`src/design/core_cfg_pkg.sv`:
```
package core_cfg_pkg;

  // datapath width
  localparam int XLEN = 32;

  // architectural register file
  localparam int NUM_REGS   = 32;
  localparam int REG_ADDR_W = $clog2(NUM_REGS);  // 5 bits for x0..x31

endpackage

```
`src/design/rv_isa_pkg.sv`:
```
package rv_isa_pkg;

  // one 32-bit word, read either as register-register or as immediate format
  typedef union packed {
    struct packed {
      logic [6:0] funct7;
      logic [4:0] rs2;
      logic [4:0] rs1;
      logic [2:0] funct3;
      logic [4:0] rd;
      logic [6:0] opcode;
    } r;
    struct packed {
      logic [11:0] imm12;  // sign-extended later by the ALU side
      logic [4:0]  rs1;
      logic [2:0]  funct3;
      logic [4:0]  rd;
      logic [6:0]  opcode;
    } i;
  } rv_instr_u;

  // major opcodes handled by the rename stage
  localparam logic [6:0] OPC_OP     = 7'b0110011;  // add, sub, and ...
  localparam logic [6:0] OPC_OP_IMM = 7'b0010011;  // addi, andi ...
  localparam logic [6:0] OPC_LUI    = 7'b0110111;
  localparam logic [6:0] OPC_STORE  = 7'b0100011;  // no rd
  localparam logic [6:0] OPC_BRANCH = 7'b1100011;  // no rd

endpackage

```
`src/design/instr_decode.sv`:
```
`timescale 1ns/1ps

module instr_decode (
  input  logic                               instr_valid,
  input  rv_isa_pkg::rv_instr_u              instr,
  output logic [core_cfg_pkg::REG_ADDR_W-1:0] rs1,
  output logic [core_cfg_pkg::REG_ADDR_W-1:0] rs2,
  output logic [core_cfg_pkg::REG_ADDR_W-1:0] rd,
  output logic                               writes_rd,
  output logic                               uses_rs2
);
  import rv_isa_pkg::*;

  logic [6:0] opcode;
  logic       is_rr;      // register-register format
  logic       known_opc;
  logic       no_rd;      // stores and branches

  always_comb begin
    opcode    = instr.r.opcode;  // same bits in both views
    is_rr     = (opcode == OPC_OP);
    known_opc = opcode inside {OPC_OP, OPC_OP_IMM, OPC_LUI, OPC_STORE, OPC_BRANCH};
    no_rd     = (opcode == OPC_STORE) || (opcode == OPC_BRANCH);
    // second source exists for reg-reg ops, stores and branches
    uses_rs2  = is_rr || no_rd;

    // lui carries only an immediate, so it has no first source
    if (opcode == OPC_LUI) begin
      rs1 = '0;
    end else begin
      rs1 = instr.i.rs1;  // rs1 and rd sit at the same place in both views
    end
    rs2 = uses_rs2 ? instr.r.rs2 : '0;  // otherwise these bits are imm12
    rd  = no_rd ? '0 : instr.i.rd;  // store/branch slot is imm

    // x0 never gets renamed
    writes_rd = instr_valid && known_opc && (rd != '0);
  end

  // unsupported words must not reach rename
  always_comb begin
    if (instr_valid) begin
      assert (known_opc)
        else $error("instr_decode: unknown opcode %b", opcode);
    end
  end

endmodule

```
`src/design/operand_fetch.sv`:
```
`timescale 1ns/1ps

module operand_fetch #(
  parameter  int ROB_DEPTH = 8,
  localparam int TAG_W     = $clog2(ROB_DEPTH)
) (
  input  logic [core_cfg_pkg::XLEN-1:0]                 rval1,
  input  logic [core_cfg_pkg::XLEN-1:0]                 rval2,
  input  logic [TAG_W-1:0]                              tag1,
  input  logic [TAG_W-1:0]                              tag2,
  input  logic                                          tag1_valid,
  input  logic                                          tag2_valid,
  input  logic [ROB_DEPTH-1:0]                          entry_done,
  input  logic [ROB_DEPTH-1:0][core_cfg_pkg::XLEN-1:0]  entry_value,
  output logic [core_cfg_pkg::XLEN-1:0]                 op1_value,
  output logic [core_cfg_pkg::XLEN-1:0]                 op2_value,
  output logic                                          op1_ready,
  output logic                                          op2_ready,
  output logic [TAG_W-1:0]                              op1_tag,
  output logic [TAG_W-1:0]                              op2_tag
);
  import core_cfg_pkg::*;

  // committed value, forwarded buffer value, or wait on the tag
  function automatic void resolve(
    input  logic [XLEN-1:0]  rval,
    input  logic [TAG_W-1:0] tag,
    input  logic             tag_valid,
    output logic [XLEN-1:0]  value,
    output logic             ready,
    output logic [TAG_W-1:0] tag_out
  );
    tag_out = tag_valid ? tag : '0;  // stale tags are hidden
    if (!tag_valid) begin
      ready = 1'b1;
      value = rval;
    end else if (entry_done[tag]) begin
      ready = 1'b1;
      value = entry_value[tag];  // result done but not yet retired
    end else begin
      ready = 1'b0;
      value = '0;  // consumer waits for the cdb
    end
  endfunction

  always_comb begin
    resolve(rval1, tag1, tag1_valid, op1_value, op1_ready, op1_tag);
    resolve(rval2, tag2, tag2_valid, op2_value, op2_ready, op2_tag);
  end

endmodule

```
`src/design/register_file.sv`:
```
`timescale 1ns/1ps

module register_file #(
  parameter  int ROB_DEPTH = 8,
  localparam int TAG_W     = $clog2(ROB_DEPTH)
) (
  input  logic                                clk_in,
  input  logic                                rst_in,
  input  logic [core_cfg_pkg::REG_ADDR_W-1:0] rs1,
  input  logic [core_cfg_pkg::REG_ADDR_W-1:0] rs2,
  // retirement writeback
  input  logic                                we,
  input  logic [core_cfg_pkg::REG_ADDR_W-1:0] wa,
  input  logic [core_cfg_pkg::XLEN-1:0]       wd,
  input  logic [TAG_W-1:0]                    wtag,  // tag of the retiring entry
  // rename on dispatch
  input  logic                                issue,
  input  logic [core_cfg_pkg::REG_ADDR_W-1:0] issue_rd,
  input  logic [TAG_W-1:0]                    issue_tag,
  // flush clears the tags the buffer still owns
  input  logic                                flush,
  input  logic [ROB_DEPTH-1:0][core_cfg_pkg::REG_ADDR_W-1:0] flush_addrs,
  input  logic [ROB_DEPTH-1:0]                flush_mask,
  output logic [core_cfg_pkg::XLEN-1:0]       rval1,
  output logic [core_cfg_pkg::XLEN-1:0]       rval2,
  output logic [TAG_W-1:0]                    tag1,
  output logic [TAG_W-1:0]                    tag2,
  output logic                                tag1_valid,
  output logic                                tag2_valid
);
  import core_cfg_pkg::*;

  logic [XLEN-1:0]     regs [NUM_REGS];   // committed values
  logic [TAG_W-1:0]    tags [NUM_REGS];   // youngest in-flight writer
  logic [NUM_REGS-1:0] tag_valid;         // 1 = value still being produced

  always_ff @(posedge clk_in) begin
    if (rst_in) begin
      for (int i = 0; i < NUM_REGS; i++) begin
        regs[i] <= '0;
        tags[i] <= '0;
      end
      tag_valid <= '0;
    end else if (flush) begin
      // committed values stay, only pending renames are dropped
      for (int j = 0; j < ROB_DEPTH; j++) begin
        if (flush_mask[j]) begin
          tags[flush_addrs[j]]      <= '0;
          tag_valid[flush_addrs[j]] <= 1'b0;
        end
      end
    end else begin
      if (we && (wa != '0)) begin
        regs[wa] <= wd;  // in-order retire, so always the newest committed value
        // a younger writer keeps its tag
        if (tag_valid[wa] && (tags[wa] == wtag)) begin
          tags[wa]      <= '0;
          tag_valid[wa] <= 1'b0;
        end
      end
      // issue comes last so it wins over a same-edge writeback
      if (issue) begin
        tags[issue_rd]      <= issue_tag;
        tag_valid[issue_rd] <= 1'b1;
      end
    end
  end

  always_comb begin
    rval1      = regs[rs1];
    rval2      = regs[rs2];
    tag1       = tags[rs1];
    tag2       = tags[rs2];
    tag1_valid = tag_valid[rs1];
    tag2_valid = tag_valid[rs2];
  end

  // the buffer must never rename x0
  a_x0_no_tag: assert property (@(posedge clk_in) disable iff (rst_in) !tag_valid[0])
    else $error("register_file: x0 holds a valid tag");

endmodule

```
`src/design/rename_core.sv`:
```
`timescale 1ns/1ps

module rename_core #(
  parameter  int ROB_DEPTH = 8,
  localparam int TAG_W     = $clog2(ROB_DEPTH)
) (
  input  logic                                clk_in,
  input  logic                                rst_in,
  input  logic                                instr_valid,
  input  rv_isa_pkg::rv_instr_u               instr,
  input  logic                                cdb_valid,
  input  logic [TAG_W-1:0]                    cdb_tag,
  input  logic [core_cfg_pkg::XLEN-1:0]       cdb_data,
  input  logic                                flush,
  output logic                                stall,  // buffer full
  output logic [core_cfg_pkg::XLEN-1:0]       op1_value,
  output logic                                op1_ready,
  output logic [TAG_W-1:0]                    op1_tag,
  output logic [core_cfg_pkg::XLEN-1:0]       op2_value,
  output logic                                op2_ready,
  output logic [TAG_W-1:0]                    op2_tag,
  output logic                                commit_valid,
  output logic [core_cfg_pkg::REG_ADDR_W-1:0] commit_rd,
  output logic [core_cfg_pkg::XLEN-1:0]       commit_data
);
  import core_cfg_pkg::*;

  logic [REG_ADDR_W-1:0]                dec_rs1, dec_rs2, dec_rd;
  logic                                 dec_writes_rd;
  logic [TAG_W-1:0]                     alloc_tag;
  logic                                 rf_issue, rf_we;
  logic [REG_ADDR_W-1:0]                rf_wa;
  logic [XLEN-1:0]                      rf_wd;
  logic [TAG_W-1:0]                     rf_wtag;
  logic [ROB_DEPTH-1:0][REG_ADDR_W-1:0] flush_addrs;
  logic [ROB_DEPTH-1:0]                 flush_mask;
  logic [XLEN-1:0]                      rval1, rval2;
  logic [TAG_W-1:0]                     tag1, tag2;
  logic                                 tag1_valid, tag2_valid;
  logic [ROB_DEPTH-1:0]                 entry_done;
  logic [ROB_DEPTH-1:0][XLEN-1:0]       entry_value;

  instr_decode instr_decode_i (
    .instr_valid(instr_valid), .instr(instr),
    .rs1(dec_rs1), .rs2(dec_rs2), .rd(dec_rd),
    .writes_rd(dec_writes_rd), .uses_rs2()  // forcing of rs2 happens inside
  );

  register_file #(.ROB_DEPTH(ROB_DEPTH)) register_file_i (
    .clk_in(clk_in), .rst_in(rst_in), .rs1(dec_rs1), .rs2(dec_rs2),
    .we(rf_we), .wa(rf_wa), .wd(rf_wd), .wtag(rf_wtag),
    .issue(rf_issue), .issue_rd(dec_rd), .issue_tag(alloc_tag),
    .flush(flush), .flush_addrs(flush_addrs), .flush_mask(flush_mask),
    .rval1(rval1), .rval2(rval2), .tag1(tag1), .tag2(tag2),
    .tag1_valid(tag1_valid), .tag2_valid(tag2_valid)
  );

  reorder_buffer #(.ROB_DEPTH(ROB_DEPTH)) reorder_buffer_i (
    .clk_in(clk_in), .rst_in(rst_in),
    .alloc(instr_valid), .alloc_rd(dec_rd), .alloc_writes_rd(dec_writes_rd),
    .cdb_valid(cdb_valid), .cdb_tag(cdb_tag), .cdb_data(cdb_data), .flush(flush),
    .full(stall), .alloc_tag(alloc_tag),
    .rf_issue(rf_issue), .rf_we(rf_we), .rf_wa(rf_wa), .rf_wd(rf_wd), .rf_wtag(rf_wtag),
    .flush_addrs(flush_addrs), .flush_mask(flush_mask),
    .entry_done(entry_done), .entry_value(entry_value),
    .commit_valid(commit_valid), .commit_rd(commit_rd), .commit_data(commit_data)
  );

  operand_fetch #(.ROB_DEPTH(ROB_DEPTH)) operand_fetch_i (
    .rval1(rval1), .rval2(rval2), .tag1(tag1), .tag2(tag2),
    .tag1_valid(tag1_valid), .tag2_valid(tag2_valid),
    .entry_done(entry_done), .entry_value(entry_value),
    .op1_value(op1_value), .op2_value(op2_value),
    .op1_ready(op1_ready), .op2_ready(op2_ready),
    .op1_tag(op1_tag), .op2_tag(op2_tag)
  );

endmodule

```
`src/design/reorder_buffer.sv`:
```
`timescale 1ns/1ps

module reorder_buffer #(
  parameter  int ROB_DEPTH = 8,
  localparam int TAG_W     = $clog2(ROB_DEPTH)
) (
  input  logic                                clk_in,
  input  logic                                rst_in,
  input  logic                                alloc,
  input  logic [core_cfg_pkg::REG_ADDR_W-1:0] alloc_rd,
  input  logic                                alloc_writes_rd,
  input  logic                                cdb_valid,
  input  logic [TAG_W-1:0]                    cdb_tag,
  input  logic [core_cfg_pkg::XLEN-1:0]       cdb_data,
  input  logic                                flush,
  output logic                                full,
  output logic [TAG_W-1:0]                    alloc_tag,
  output logic                                rf_issue,
  output logic                                rf_we,
  output logic [core_cfg_pkg::REG_ADDR_W-1:0] rf_wa,
  output logic [core_cfg_pkg::XLEN-1:0]       rf_wd,
  output logic [TAG_W-1:0]                    rf_wtag,
  output logic [ROB_DEPTH-1:0][core_cfg_pkg::REG_ADDR_W-1:0] flush_addrs,
  output logic [ROB_DEPTH-1:0]                flush_mask,
  output logic [ROB_DEPTH-1:0]                entry_done,
  output logic [ROB_DEPTH-1:0][core_cfg_pkg::XLEN-1:0] entry_value,
  output logic                                commit_valid,
  output logic [core_cfg_pkg::REG_ADDR_W-1:0] commit_rd,
  output logic [core_cfg_pkg::XLEN-1:0]       commit_data
);
  import core_cfg_pkg::*;

  logic [TAG_W:0]                       head, tail;  // msb is the wrap bit
  logic [TAG_W-1:0]                     head_idx, tail_idx;
  logic [ROB_DEPTH-1:0]                 busy, done;
  logic [ROB_DEPTH-1:0]                 wr_rd;       // entry writes a register
  logic [ROB_DEPTH-1:0][REG_ADDR_W-1:0] rd_q;
  logic [ROB_DEPTH-1:0][XLEN-1:0]       value_q;
  logic                                 empty, do_alloc, retire;

  always_comb begin
    head_idx  = head[TAG_W-1:0];
    tail_idx  = tail[TAG_W-1:0];
    empty     = (head == tail);
    full      = (head[TAG_W] != tail[TAG_W]) && (head_idx == tail_idx);
    alloc_tag = tail_idx;
    do_alloc  = alloc && !full && !flush;  // flush beats everything
    retire    = !empty && busy[head_idx] && done[head_idx] && !flush;

    rf_issue = do_alloc && alloc_writes_rd;
    rf_we    = retire && wr_rd[head_idx];
    rf_wa    = rd_q[head_idx];
    rf_wd    = value_q[head_idx];
    rf_wtag  = head_idx;

    // every live renaming entry names a register to release
    flush_addrs = rd_q;
    flush_mask  = busy & wr_rd;
    entry_done  = done;
    entry_value = value_q;
  end

  always_ff @(posedge clk_in) begin
    if (rst_in) begin
      head         <= '0;
      tail         <= '0;
      busy         <= '0;
      done         <= '0;
      commit_valid <= 1'b0;
    end else if (flush) begin
      head         <= '0;  // empty, tags restart at 0
      tail         <= '0;
      busy         <= '0;
      done         <= '0;
      commit_valid <= 1'b0;
    end else begin
      commit_valid <= retire;  // one pulse per retirement
      if (retire) begin
        busy[head_idx] <= 1'b0;
        done[head_idx] <= 1'b0;
        head           <= head + 1'b1;
      end
      if (cdb_valid) begin
        done[cdb_tag] <= 1'b1;
      end
      if (do_alloc) begin
        busy[tail_idx] <= 1'b1;
        done[tail_idx] <= 1'b0;
        tail           <= tail + 1'b1;
      end
    end
  end

  // payload, only meaningful while busy
  always_ff @(posedge clk_in) begin
    if (retire) begin
      commit_rd   <= rd_q[head_idx];
      commit_data <= value_q[head_idx];
    end
    if (cdb_valid) value_q[cdb_tag] <= cdb_data;
    if (do_alloc) begin
      rd_q[tail_idx]  <= alloc_rd;
      wr_rd[tail_idx] <= alloc_writes_rd;
    end
  end

  // execution side may only complete live, unfinished entries
  a_cdb_live: assert property (@(posedge clk_in) disable iff (rst_in || flush)
    cdb_valid |-> busy[cdb_tag] && !done[cdb_tag])
    else $error("reorder_buffer: completion for tag %0d not pending", cdb_tag);

  // dispatch has to honour stall
  a_no_alloc_full: assert property (@(posedge clk_in) disable iff (rst_in)
    alloc |-> !full)
    else $error("reorder_buffer: alloc while full");

endmodule

```
`config.mk`:
```
export PLATFORM = sky130hd
export DESIGN_NAME = rename_core
export DESIGN_NICKNAME = d
export VERILOG_FILES = /design/src/design/core_cfg_pkg.sv /design/src/design/rv_isa_pkg.sv /design/src/design/instr_decode.sv /design/src/design/operand_fetch.sv /design/src/design/register_file.sv /design/src/design/rename_core.sv /design/src/design/reorder_buffer.sv
export SDC_FILE = /design/constraint.sdc
export NUM_CORES = 2
export LEC_CHECK = 0
export BUFFER_PORTS_ARGS = -buffer_cell sky130_fd_sc_hd__buf_2
export CAP_MARGIN = 20
export CORE_UTILIZATION = 50
export CTS_CLUSTER_DIAMETER = 200
export CTS_CLUSTER_SIZE = 10
export DETAILED_ROUTE_END_ITERATION = 10
export MAX_ROUTING_LAYER = met4
export PLACE_DENSITY = 0.66
export SLEW_MARGIN = 20
export SYNTH_ARGS = -nofsm -noshare
export SYNTH_HDL_FRONTEND = slang
export SYNTH_SLANG_ARGS = --single-unit
```
`constraint.sdc`:
```
create_clock -name clk_in -period 17.99 [get_ports clk_in]
set_clock_uncertainty 0.15 [all_clocks]
set_input_delay 0.8995 -clock clk_in [delete_from_list [all_inputs] [get_ports clk_in]]
set_output_delay 0.8995 -clock clk_in [all_outputs]
set_load 0.005 [all_outputs]
```
==> results by group <==
Status
  • Status: finished, final reports clean

Clock tree
  • CTS H-tree depth: 4
  • Worst-case clock buffer depth: 3
  • Clock transition at path regs: 50 ps
  • Clk_lat worst skew: 850 ps
  • Clk sinks: approximately 1.5k
  • CTS root buf: clkbuf_16
  • Post-CTS setup buffers: 0
  • Post-CTS Hold Fix Bufs: 0
  • Resized Gates After CTS: 0
  • CTS tree: yes
  • CTS Buf Count: 169

Timing
  • Period utilization: 0.477
  • RSZ-0062 raised after global routing: false
  • Crit path time final: 8590 ps
  • Setup TNS: 0 ps
  • Final Slew Violations: 0
  • Worst slew pin tran: 1290 ps
  • Final setup fails: 0
  • Maximum clock rate: roughly 120 MHz
  • Final Hold Viols: 0
  • Worst slew margin: 0.137

Place
  • Final Wtd Congestion: 0.989
  • Post-Place Cells: 10.5k
  • Post-DP HPWL: between 200 and 250 mm
  • Post-DP Area: 88,800 um^2
  • IO buf count: 172

Routing
  • Vias per cell: 7.12
  • Pre-Repair DR Iteration Count: 7
  • Initial DRC Count: 13.1k
  • Total routed wirelength: 368 mm
  • WL/cell: roughly 34 um
  • Vias: 76.8k
  • Routed Antenna Nets: 0
  • Residual DRC: 0

Critical path
  • FF-to-FF path depth: 11
  • Crit path DAT: 7540 ps
  • Worst setup SP type: input port
  • Worst reg2reg endpoint: register_file_i.tags[14][0]$_SDFFE_PP0P_
  • R2R Setup Slk: 10,770 ps
  • CP max FO: 67
  • Crit Path Category: in2out
  • Req. time, crit path: roughly 17,000 ps
  • R2R Path Start: reorder_buffer_i.head[2]$_SDFFE_PP0N_
  • Worst Setup SP: instr[2]
  • Crit. End Element: primary output

Floorplan
  • Die Footprint: between 150,000 and 200,000 um^2
  • FP Rows: between 150 and 200
  • Die width: 416 um
  • Core Box Area: around 170,000 um^2
  • Die H: 416 um
  • Initial core utilization: 0.504
  • Top Ports: roughly 180

Cells and area
  • P&R area growth vs syn: 9.32%
  • Post-layout util: 0.551
  • Layout cells sized above 1: 0.108
  • Design area: 93,500 um^2
  • Multi-input gate area: around 39,000 um^2
  • Register Area: 44,100 um^2
  • Final Non-Filler Cells: around 11k
  • Most common cell after layout, fill and taps aside: edfxtp_1
  • Number of fill cells: 14.5k
  • # nets final: 8,568
  • Most frequent cells in the layout: edfxtp_1, nand2_1, nor2_1

Logic synthesis
  • Top FF cell, synth: edfxtp_1
  • Sequential share of the synthesized area: 0.515
  • Syn Inst Count: 8,735
  • Async S/R FF share, synth: 0
  • Post-synth EDFFs: about 1.4k
  • Synth Warn #: 0
  • Post-Syn Area: 85,600 um^2
  • Netlist cell types: 93
  • Syn Area/Cell: approximately 9.8 um^2
  • Yosys reg bits: 1,518

Hold path
  • Hold depth: 1
  • Hold path start: cdb_data[5]
  • Tightest Hold Check Type: in2reg
  • WHS Endpoint: reorder_buffer_i.entry_value[5]$_DFFE_PP_

Run
  • Max_cap viols: 0

GRT
  • Antenna violations before repair: 24
  • Gr usage total: 0.425
  • Gr ovfl total: 0
  • Largest net degree at the start of global routing: roughly 160
  • First-pass GRT wire length: around 510 mm
  • Vias in the first global route: 72.5k

Power
  • Maximum vdd ir drop: 0.000108 V
  • Leakage: 32.6 nW
  • Power Total: between 8 and 9 mW
  • Power Density: about 86 nW/um^2
## power breakdown
part	leakage (nW)	internal (mW)	switching (mW)
Combinational	15.5	0.235	0.645
Sequential	14.9	3.94	0.0593
Clock	2.26	1.72	1.43
## through the flow
stage | hold slack [ps] | worst slack [ps]
6_report | 183 | 9400
5_1_grt | 181 | 9240
3_3_place_gp | 335 | 9530
2_1_floorplan | 294 | 11280
3_5_place_dp | 338 | 9510
4_1_cts | 149 | 9510
## synth_stat cells, types with 33 or more instances
library cell     n  area [um^2]
nand2_1       1387         5210
edfxtp_1      1365        41000
nor2_1        1223         4590
mux2i_1        884         8850
clkbuf_1       670         2510
a221oi_1       339         2970
nand3_1        325         1630
a31oi_1        271         1700
o21ai_0        265         1330
a21oi_1        206         1030
a211oi_1       193         1450
and3_1         159          995
dfxtp_1        153         3060
nor3_1         143          716
inv_1          140          526
mux2_2         139         1570
buf_2          112          561
a221o_1         67          671
buf_1           67          251
o22ai_1         67          419
a22o_1          40          350
a22oi_1         40          300
o211ai_1        40          300
o31ai_1         39          293
nor4_1          33          206
## routing by layer
metal | vias up | track usage | wire, um | share of wire
li1 | 31700 | - | - | -
met1 | 37100 | 0.511 | 128000 | 0.35
met2 | 6520 | 0.603 | 156000 | 0.42
met3 | 1504 | 0.141 | 54900 | 0.15
met5 | - | - | 0 | 0
met4 | 0 | 0.288 | 29700 | 0.081
## registers in the layout (all words and copies together) (netlist names)
signal and cells:
reorder_buffer_i.tail 4, register_file_i.tag_valid 32, reorder_buffer_i.commit_data 32, reorder_buffer_i.commit_rd 5
reorder_buffer_i.entry_done 8, reorder_buffer_i.wr_rd 8, reorder_buffer_i.commit_valid 1, register_file_i.tags 96
register_file_i.regs 1024, reorder_buffer_i.entry_value 256, reorder_buffer_i.head 4, reorder_buffer_i.busy 8
reorder_buffer_i.flush_addrs 40
## worst max-delay path by stage
stage / to / slack (ps)
after floorplan: register_file_i.regs[10][0]$_SDFFCE_PN0P_ / 11280
after global placement: op1_value[21] / 9530
after detailed placement: op1_value[21] / 9510
after CTS: op1_value[21] / 9510
after global routing: op2_value[4] / 9240
final: op2_value[12] / 9400
## cell type report
cell class,count,area share
Sequential cell,1518,0.471
Multi-Input combinational cell,6241,0.413
Clock buffer,205,0.0477
Timing Repair Buffer,415,0.0304
Tap cell,2218,0.0297
Inverter,149,0.00609
Clock inverter,11,0.00201
Antenna cell,23,0.000615
## kinds of logic (layout without fill, tap and decap cells)
group	after synthesis	in the layout	synth area share
adders and majority gates	2	2	0.000292
AOI/OAI and AO/OA	1734	1734	0.143
xor gates and xnor gates	10	10	0.00102
buffers and inverters	1007	780	0.0464
other	1	55	0.0000438
DFF	1518	1518	0.515
muxes	1039	1039	0.126
and+or+nand+nor	3424	3424	0.168
## worst max-delay path: stages
cell and delay (ps):
buf_2 210, inv_1 470, and3_2 290, buf_4 790, o221ai_1 270, a211oi_1 470, a32o_4 370, buf_4 810
buf_4 930, mux2_2 320, nor2_1 40, a211oi_1 220, a21oi_1 140, o21ai_0 920, buf_2 260
(Power assumes the default switching activity.)
